File: config.mk
export PLATFORM = sky130hd
export DESIGN_NAME = stepperCtrl
export DESIGN_NICKNAME = d
export VERILOG_FILES = /design/src/design/stepperPkg.sv /design/src/design/creditFifo.sv /design/src/design/jointRegs.sv /design/src/design/jointStepper4pin.sv /design/src/design/stepperCtrl.sv
export SDC_FILE = /design/constraint.sdc
export NUM_CORES = 2
export LEC_CHECK = 0
export BUFFER_PORTS_ARGS = -buffer_cell sky130_fd_sc_hd__buf_2
export CAP_MARGIN = 10
export CORE_ASPECT_RATIO = 0.7
export CORE_MARGIN = 3
export CORE_UTILIZATION = 50
export CTS_CLUSTER_SIZE = 25
export DETAILED_ROUTE_END_ITERATION = 16
export GPL_ROUTABILITY_DRIVEN = 0
export PLACE_DENSITY = 0.66
export SLEW_MARGIN = 15
export SYNTH_ARGS = -nofsm -noshare
export SYNTH_HDL_FRONTEND = slang
export SYNTH_HIERARCHICAL = 1
export SYNTH_SLANG_ARGS = --single-unit
File: constraint.sdc
create_clock -name clk -period 6.15 [get_ports clk]
set_clock_uncertainty 0.05 [all_clocks]
set_input_delay 0.9225 -clock clk [delete_from_list [all_inputs] [get_ports clk]]
set_output_delay 0.9225 -clock clk [all_outputs]
set_load 0.01 [all_outputs]
File: src/design/stepperPkg.sv
package stepperPkg;

    localparam int JOINT_IDX_W = 2;

    // Step types
    localparam int TYPE_WAVE = 0;
    localparam int TYPE_FULL = 1;
    localparam int TYPE_HALF = 2;

    typedef enum logic [1:0] {
        OP_FREQ    = 2'd0,
        OP_ENABLE  = 2'd1,
        OP_READPOS = 2'd2,
        OP_NOP     = 2'd3
    } cmdOpT;

    typedef struct packed {
        cmdOpT                   op;
        logic [JOINT_IDX_W-1:0]  joint;
        logic signed [31:0]      value;
    } jointCmdT;

    typedef struct packed {
        logic [JOINT_IDX_W-1:0]  joint;
        logic signed [31:0]      pos;
    } posReportT;

    // Coil order per entry is {b2, b1, a2, a1}
    localparam logic [3:0] SEQ_HALF [0:7] = '{4'b1000, 4'b1100, 4'b0100, 4'b0110,
                                              4'b0010, 4'b0011, 4'b0001, 4'b1001};
    localparam logic [3:0] SEQ_FULL [0:7] = '{4'b1001, 4'b1001, 4'b1100, 4'b1100,
                                              4'b0110, 4'b0110, 4'b0011, 4'b0011};

endpackage

File: src/design/creditFifo.sv
module creditFifo #(
    parameter int DEPTH = 8,
    parameter type payloadT = logic [31:0]
) (
    input  logic    clk,
    input  logic    rst,
    input  logic    push,
    input  payloadT pushData,
    input  logic    pop,
    output payloadT popData,
    output logic    empty,
    output logic    full,
    output logic    credit
);

    localparam int PTR_W = (DEPTH > 1) ? $clog2(DEPTH) : 1;
    localparam int CNT_W = $clog2(DEPTH + 1);

    payloadT            mem [DEPTH];
    logic [PTR_W-1:0]   wrPtr;
    logic [PTR_W-1:0]   rdPtr;
    logic [CNT_W-1:0]   count;
    logic               doPush;
    logic               doPop;

    assign empty  = (count == '0);
    assign full   = (count == CNT_W'(DEPTH));
    assign doPush = push && !full;     // Overflow is dropped
    assign doPop  = pop && !empty;
    assign credit = doPop;             // One credit back per entry leaving

    assign popData = mem[rdPtr];

    always_ff @(posedge clk) begin
        if (doPush) begin
            mem[wrPtr] <= pushData;
        end
    end

    always_ff @(posedge clk) begin
        if (rst) begin
            wrPtr <= '0;
            rdPtr <= '0;
            count <= '0;
        end else begin
            if (doPush) begin
                wrPtr <= (wrPtr == PTR_W'(DEPTH - 1)) ? '0 : wrPtr + 1'b1;
            end
            if (doPop) begin
                rdPtr <= (rdPtr == PTR_W'(DEPTH - 1)) ? '0 : rdPtr + 1'b1;
            end
            case ({doPush, doPop})
                2'b10: begin
                    count <= count + 1'b1;
                end
                2'b01: begin
                    count <= count - 1'b1;
                end
                default: begin
                    count <= count;
                end
            endcase
        end
    end

endmodule

File: src/design/jointRegs.sv
module jointRegs import stepperPkg::*; #(
    parameter int NUM_JOINTS = 4
) (
    input  logic                         clk,
    input  logic                         rst,
    input  logic                         cmdValid,
    input  cmdOpT                        cmdOp,
    input  logic [JOINT_IDX_W-1:0]       cmdJoint,
    input  logic signed [31:0]           cmdValue,
    output logic signed [31:0]           freqCmd [NUM_JOINTS],
    output logic [NUM_JOINTS-1:0]        jointEnable,
    output logic                         snapReq,
    output logic [JOINT_IDX_W-1:0]       snapJoint
);

    logic jointInRange;
    logic doFreq;
    logic doEnable;
    logic doRead;

    // Commands to joints that are not built are discarded
    assign jointInRange = (int'(cmdJoint) < NUM_JOINTS);

    always_comb begin
        doFreq   = 1'b0;
        doEnable = 1'b0;
        doRead   = 1'b0;
        if (cmdValid && jointInRange) begin
            case (cmdOp)
                OP_FREQ: begin
                    doFreq = 1'b1;
                end
                OP_ENABLE: begin
                    doEnable = 1'b1;
                end
                OP_READPOS: begin
                    doRead = 1'b1;
                end
                default: begin
                    doFreq = 1'b0;     // OP_NOP
                end
            endcase
        end
    end

    always_ff @(posedge clk) begin
        if (rst) begin
            for (int j = 0; j < NUM_JOINTS; j++) begin
                freqCmd[j] <= '0;
            end
            jointEnable <= '0;
            snapReq     <= 1'b0;
        end else begin
            if (doFreq) begin
                freqCmd[cmdJoint] <= cmdValue;
            end
            if (doEnable) begin
                jointEnable[cmdJoint] <= cmdValue[0];
            end
            snapReq <= doRead;         // Single cycle request
        end
    end

    // Joint index of the pending snapshot
    always_ff @(posedge clk) begin
        if (doRead) begin
            snapJoint <= cmdJoint;
        end
    end

endmodule

File: src/design/jointStepper4pin.sv
module jointStepper4pin import stepperPkg::*; #(
    parameter int STEPTYPE = TYPE_HALF
) (
    input  logic               clk,
    input  logic               rst,
    input  logic               jointEnable,
    input  logic signed [31:0] jointFreqCmd,
    output logic               a1,
    output logic               a2,
    output logic               b1,
    output logic               b2,
    output logic signed [31:0] position
);

    // Wave and full drive skip every other table entry
    localparam logic [2:0] PHASE_STRIDE = (STEPTYPE == TYPE_HALF) ? 3'd1 : 3'd2;

    logic        stepToggle;
    logic        dir;
    logic [31:0] divCount;
    logic [31:0] freqAbs;
    logic [2:0]  phaseIdx;
    logic [3:0]  pattern;
    logic        running;
    logic        advance;

    assign dir     = (jointFreqCmd > 0);
    assign running = (jointFreqCmd != 0) && jointEnable;
    assign advance = running && (divCount >= freqAbs) && stepToggle;

    always_comb begin
        if (STEPTYPE == TYPE_FULL) begin
            pattern = SEQ_FULL[phaseIdx];
        end else begin
            pattern = SEQ_HALF[phaseIdx];
        end
    end

    // Coils are released while disabled
    assign a1 = jointEnable && pattern[0];
    assign a2 = jointEnable && pattern[1];
    assign b1 = jointEnable && pattern[2];
    assign b2 = jointEnable && pattern[3];

    always_ff @(posedge clk) begin
        if (rst) begin
            freqAbs <= '0;
        end else if (dir) begin
            freqAbs <= jointFreqCmd;
        end else begin
            freqAbs <= -jointFreqCmd;
        end
    end

    always_ff @(posedge clk) begin
        if (rst) begin
            divCount   <= '0;
            stepToggle <= 1'b0;
        end else begin
            divCount <= divCount + 1'b1;
            if (running && (divCount >= freqAbs)) begin
                stepToggle <= ~stepToggle;
                divCount   <= '0;
            end
        end
    end

    // Phase moves on the falling half of the step toggle
    always_ff @(posedge clk) begin
        if (rst) begin
            phaseIdx <= '0;
            position <= '0;
        end else if (advance) begin
            if (dir) begin
                phaseIdx <= phaseIdx + PHASE_STRIDE;
                position <= position + 32'sd1;
            end else begin
                phaseIdx <= phaseIdx - PHASE_STRIDE;
                position <= position - 32'sd1;
            end
        end
    end

endmodule

File: src/design/stepperCtrl.sv
module stepperCtrl import stepperPkg::*; #(
    parameter int NUM_JOINTS = 4,
    parameter int CMD_DEPTH  = 8,
    parameter int REP_DEPTH  = 4,
    parameter int STEPTYPE   = TYPE_HALF
) (
    input  logic                    clk,
    input  logic                    rst,
    input  logic                    cmdValid,
    input  cmdOpT                   cmdOp,
    input  logic [JOINT_IDX_W-1:0]  cmdJoint,
    input  logic signed [31:0]      cmdValue,
    output logic                    cmdCredit,
    input  logic                    repCredit,
    output logic                    repValid,
    output logic [JOINT_IDX_W-1:0]  repJoint,
    output logic signed [31:0]      repPos,
    output logic [NUM_JOINTS-1:0]   coilA1,
    output logic [NUM_JOINTS-1:0]   coilA2,
    output logic [NUM_JOINTS-1:0]   coilB1,
    output logic [NUM_JOINTS-1:0]   coilB2
);

    jointCmdT                   cmdIn;
    jointCmdT                   cmdHead;
    posReportT                  snapData;
    posReportT                  repHead;
    logic                       repFull;
    logic                       repPop;
    logic                       snapReq;
    logic [JOINT_IDX_W-1:0]     snapJoint;
    logic signed [31:0]         freqCmd [NUM_JOINTS];
    logic [NUM_JOINTS-1:0]      jointEnable;
    logic signed [31:0]         position [NUM_JOINTS];
    logic [15:0]                repCreditCnt;

    assign cmdIn    = '{op: cmdOp, joint: cmdJoint, value: cmdValue};
    assign snapData = '{joint: snapJoint, pos: position[snapJoint]};

    // Hold pops while a snapshot is in flight so the report FIFO never overflows
    creditFifo #(.DEPTH(CMD_DEPTH), .payloadT(jointCmdT)) cmdFifo (
        .clk(clk), .rst(rst),
        .push(cmdValid), .pushData(cmdIn),
        .pop(!repFull && !snapReq), .popData(cmdHead),
        .empty(), .full(), .credit(cmdCredit)
    );

    jointRegs #(.NUM_JOINTS(NUM_JOINTS)) regs (
        .clk(clk), .rst(rst),
        .cmdValid(cmdCredit), .cmdOp(cmdHead.op),
        .cmdJoint(cmdHead.joint), .cmdValue(cmdHead.value),
        .freqCmd(freqCmd), .jointEnable(jointEnable),
        .snapReq(snapReq), .snapJoint(snapJoint)
    );

    for (genvar j = 0; j < NUM_JOINTS; j++) begin : gJoint
        jointStepper4pin #(.STEPTYPE(STEPTYPE)) joint (
            .clk(clk), .rst(rst),
            .jointEnable(jointEnable[j]), .jointFreqCmd(freqCmd[j]),
            .a1(coilA1[j]), .a2(coilA2[j]), .b1(coilB1[j]), .b2(coilB2[j]),
            .position(position[j])
        );
    end

    creditFifo #(.DEPTH(REP_DEPTH), .payloadT(posReportT)) repFifo (
        .clk(clk), .rst(rst),
        .push(snapReq), .pushData(snapData),
        .pop(repCreditCnt != '0), .popData(repHead),
        .empty(), .full(repFull), .credit(repPop)
    );

    always_ff @(posedge clk) begin
        if (rst) begin
            repCreditCnt <= '0;
            repValid     <= 1'b0;
        end else begin
            repCreditCnt <= repCreditCnt + 16'(repCredit) - 16'(repPop);
            repValid     <= repPop;
        end
    end

    always_ff @(posedge clk) begin
        if (repPop) begin
            repJoint <= repHead.joint;
            repPos   <= repHead.pos;
        end
    end

endmodule

* Word-level counts from Yosys, hierarchy flattened *
Memory sizes are Yosys's and may differ from the RTL's. A register that Yosys moved wholly into a read port is not among the register bits.
Index checks and enable logic that the tools add are counted.

cells by class
  bitwise logic cells = 10
  reductions and logical operators = 54
  $lt $le $gt $ge = 17
  muxes and demuxes = 47
  add/subtract/negate cells = 34
  eq/ne operators = 12

operators by type and width
  kind                     number
  $mux W32                 11
  $add A32 B1 Y32 const B  4
  $add A32 B2 Y32 const B  4
  $bwmux W128              1
  $ge A32 B32 Y1           4
  $gt A32 B1 Y1 const B    4
  $neg A32 Y32             4
  $reduce_bool A32 Y1      4
  $sub A32 B2 Y32 const B  4
  $bmux W32 S2             1
  $demux W32 S2            1
  $logic_and A1 B1 Y1      35
  $mux W4                  8
  $mux W3                  8
  $add A3 B1 Y3 const B    7
  $add A16 B1 Y16          1
  $ge A4 B4 Y1 const B     4
  $not A3 Y4               4
  $reduce_bool A16 Y1      1
  $sub A16 B1 Y16          1
  $sub A3 B1 Y3 const B    5
  $mux W1                  11
  $eq A2 B2 Y1 const B     5
  $eq A3 B3 Y1 const B     3
  other kinds (22)         39

word-level totals
  bits in registers = 569
  ROM bits = 128
  memory bits (writable) = 424
  memories kept = 6
  input bits = 40
  logic and storage cells = 215

memory list
  memory           depth  width  read ports  clocked after memory_dff  wr ports  line                    source
  cmdFifo.mem      8      36     1           1                         1         creditFifo.sv:19        payloadT mem [DEPTH];
  repFifo.mem      4      34     1           1                         1         creditFifo.sv:19
  (no name shown)  8      4      1           0                         0         jointStepper4pin.sv:35  pattern = SEQ_HALF[phaseIdx];
  (no name shown)  8      4      1           0                         0         jointStepper4pin.sv:35
  (no name shown)  8      4      1           0                         0         jointStepper4pin.sv:35
  (no name shown)  8      4      1           0                         0         jointStepper4pin.sv:35

* Longest topological paths before layout *
  depth in word-level cells = 6
  gate-level depth with buffers = 20
  gate-level depth less buffers = 18

* Modules after synthesis *
The synthesis kept the hierarchy.

modules (own cells, without submodules)
  module                                  cells each  times used  area an instance (um2)  seq. area each (um2)
  jointStepper4pin (gJoint[2].joint ...)  816         2           6,652.6                 2,001.9
  creditFifo (cmdFifo)                    495         1           11,514.8                8,908.5
  jointStepper4pin (gJoint[1].joint)      827         1           6,717.7                 2,001.9
  jointStepper4pin (gJoint[0].joint)      841         1           6,703.9                 2,001.9
  creditFifo (repFifo)                    232         1           5,392.7                 4,264.1
  jointRegs                               480         1           5,350.1                 2,722.6
  stepperCtrl                             236         1           3,134.3                 1,361.3

* Least setup slack after synthesis *
No wires, ideal clock.

  path kind = input-to-reg
  from = input cmdValid
  to = memory cmdFifo/mem[0][0] in the netlist's numbering, enable pin
  arrival = 4.685 ns
  library setup time = 0.519 ns
  data required time = 5.581 ns
  path buffers = 1
  cell stages on the path = 3
  path slack = 0.896 ns
  path through = a21bo_1 buf_6 nor4_1

between the ends
  word-level cells in the longest chain between the ends = 3

RTL lines
  item                           line              source
  start, declared                stepperCtrl.sv:9  input logic cmdValid,
  $logic_and A1 B1 Y1            creditFifo.sv:28  assign doPush = push && !full;
  $mux W1                        creditFifo.sv:35  if (doPush) begin
  $mux W1 (implied by the code)  creditFifo.sv:36  mem[wrPtr] <= pushData;
  end, declared                  creditFifo.sv:19

Every way passes these cells.

* Worst setup path in the final report *
  from = register regs/freqCmd[96] in the netlist's numbering
  to = register gJoint[0].joint.position[28]

between the ends
  word-level cells in the longest chain between the ends = 4

RTL lines
  item                                                                   line                    source
  start, declared                                                        jointRegs.sv:10         output logic signed [31:0] freqCmd [NUM_JOINTS],
  start signal, assigned by index                                        jointRegs.sv:55         freqCmd[cmdJoint] <= cmdValue;
  parallel branches: the longest is 4 deep, another holds $gt A32 B1 Y1  --
  end signal, assigned                                                   jointStepper4pin.sv:76  position <= position + 32'sd1;
  end signal, assigned                                                   jointStepper4pin.sv:79  position <= position - 32'sd1;
  end, declared                                                          jointStepper4pin.sv:12  output logic signed [31:0] position

Several ways; the timed one is not identified.
A chain may end at the register's enable or synchronous reset.

==> flow_summary.toml <==
[die]
num_rows = 98
die_area_mm2 = 0.1082
ios = 92
core-area_mm2 = 0.1028
fp.dieH_um = 276.1
start_util = 0.5071
die_w_um = 391.8

[cells_and_area]
fillers = 8702
drive_gt1_frac = 0.1169
final_common_cell = "dfxtp_1"
final_cell_mix = "dfxtp_1 (568), nor2_1 (477), edfxtp_1 (460)"
post-route-util = 0.5551
synthToLayoutAreaGrowth_pct = 9.470
nets = 5125

[setup_path]
path_buf_inv = 2
arrival_ps = 5960
crit_chain = "inv_1 > ha_1 > nor3b_1 > nand4_1 > or2_2 > nor2_1 > or2_2 > buf_4 > ha_1 > a211oi_1 > a21oi_1 > nor4b_1 > o31a_1 > o211ai_1 > a31oi_1 > or4_1 > nand3_1"
timing.rr.end = "gJoint[0].joint/position[28]"
path_delay_family = "simple AND/OR/NAND/NOR gates"
reg2reg_slack_ps = 730
r2r_start = "regs/freqCmd[96]"
end_kind = "register"
max_stage_delay_ps = 870
rr_worst_depth = 17
slowest_stage = "nor4b_1"
path_class = "reg2reg"
required_ps = 6680
start_kind = "register"
worstPathMaxFanout = 17

[cts]
h-tree-depth = 3
cts_buffer_depth = 3
cts.sink_count = 1032
numCtsBuffers = 99
clkLatencyLatePin_ps = 720
cts_tree = "yes"
root_buffer = "clkbuf_16"
cts.repair.resized = 0
cts_setup_buffers = 0
cts_hold_buf = 0
cts.reportedPaths.clkPinSlew_ps = 60

[power_and_ir_drop]
p_leak_nw = 22.03
cellPowerDensity_mw_per_mm2 = 530.9
irDropWorstVdd_mv = 0.4441

[timing]
final-setup-viol-count = 0
slew_viol_final = 0
rsz0062_at_grt = "no"
period_share = 0.8819
hold_viol_final = 0
max_freq_mhz = 184.4
period_minus_slack_ps = 5424
worstMarginPinSlew_ps = 1151
setup_tns_ps = 0
timing.slew.headroom = 0.2328

[global_routing]
grt_max_degree = 125
antenna_found_initial = 10
grt_use_total = 0.2232
grt_pass1_wl_um = 190800
grt-ovfl-total = 0
grt_pass1_vias = 32810

[detailed_routing]
drc = 0
first_iter_violations = 3018
drt_first_pass_iters = 6
finalWirelength_um = 122300
vias = 35200
drt.antenna.violating_nets = 0
viasPerCell = 5.667
wl_per_cell_um = 19.70

[synth]
synth_area_mm2 = 0.05211
post_synth_inst_count = 4741
synth.avg_cell_area_um2 = 10.99
synth_nets = 5091
ys_warn_count = 6

[hold_path]
holdCritStartpoint = "gJoint[0].joint/divCount[0]"
min_path_cells = 1
hp-class = "reg2reg"
holdPathEnd = "gJoint[0].joint/divCount[0]"

[job]
maxCapViolCount = 0

[placement]
io_buffers = 91
hpwlAfterDp_um = 85010

[outcome]
status = "complete, no violations"
power breakdown:
group | internal, mW | leakage (nW) | switching (mW)
sequential | 7.88 | 8.85 | 0.363
combinational | 5.94 | 11.5 | 9.81
clock | 3.54 | 1.67 | 2.75
total | 17.4 | 22.0 | 12.9
metrics by stage:
step           power (mW)  cell area [um^2]  setup WS (ps)  instances  hold WS, ps
5_1_grt             32.46             57040          292.3       6211        410.6
3_5_place_dp        23.81             53630          853.6       6024        416.7
6_report            30.28             57040          726.3       6211        425.8
4_1_cts             30.22             57040          872.5       6210        384.1
3_3_place_gp        23.71             53630          955.5       6024        413.8
2_1_floorplan       20.40             52110          895.9       4741        387.2
layer usage:
| metal | GRT usage | part of all wire | vias to the layer above |
|---|---|---|---|
| li1 | - | - | 17160 |
| met1 | 0.3562 | 0.50 | 16870 |
| met2 | 0.3009 | 0.40 | 1010 |
| met3 | 0.05391 | 0.085 | 147 |
| met4 | 0.05087 | 0.021 | 2 |
| met5 | 0 | 0.00011 | - |
worst max path at each step:
stage                                start                      endpoint  slack [ps]  depth (start not counted)
after floorplan                   cmdValid             cmdFifo/mem[0][0]         900                          3
after global placement    regs/freqCmd[64]  gJoint[1].joint/position[26]         960                         18
after detailed placement  regs/freqCmd[64]  gJoint[1].joint/position[26]         850                         18
after CTS                 regs/freqCmd[64]  gJoint[1].joint/position[26]         870                         18
after global routing      regs/freqCmd[97]  gJoint[0].joint/position[28]         290                         17
final                     regs/freqCmd[96]  gJoint[0].joint/position[28]         730                         17
worst reg2reg max path, delay by kind of cell (launching register included):
family          cells  cell delay (ps)
fa+ha+maj           2              450
compound gates      5             1220
flops               1              330
buf+inv             2              380
simple gates        8             2910
registers in the layout, summed over array words and instances (netlist names), 12 cells and up, named ones only:
name,count
repCreditCnt,16
gJoint.joint/phaseIdx,12
gJoint.joint/freqAbs,128
repFifo/mem,136
repPos,32
cmdFifo/mem,288
gJoint.joint/divCount,128
regs/freqCmd,128
gJoint.joint/position,128
layout make-up:
class / count / area (um^2) / area share
multi-input combinational: 3295 / 25100 / 0.4401
clock inverter: 62 / 699.4 / 0.01226
tap: 1350 / 1689 / 0.02961
clock buffer: 124 / 2705 / 0.04742
antenna: 1 / 2.502 / 0.00004387
timing repair buffer: 126 / 740.7 / 0.01299
inverter: 221 / 829.5 / 0.01454
sequential: 1032 / 25270 / 0.4431
No activity file was read; power rests on OpenSTA's default activity.
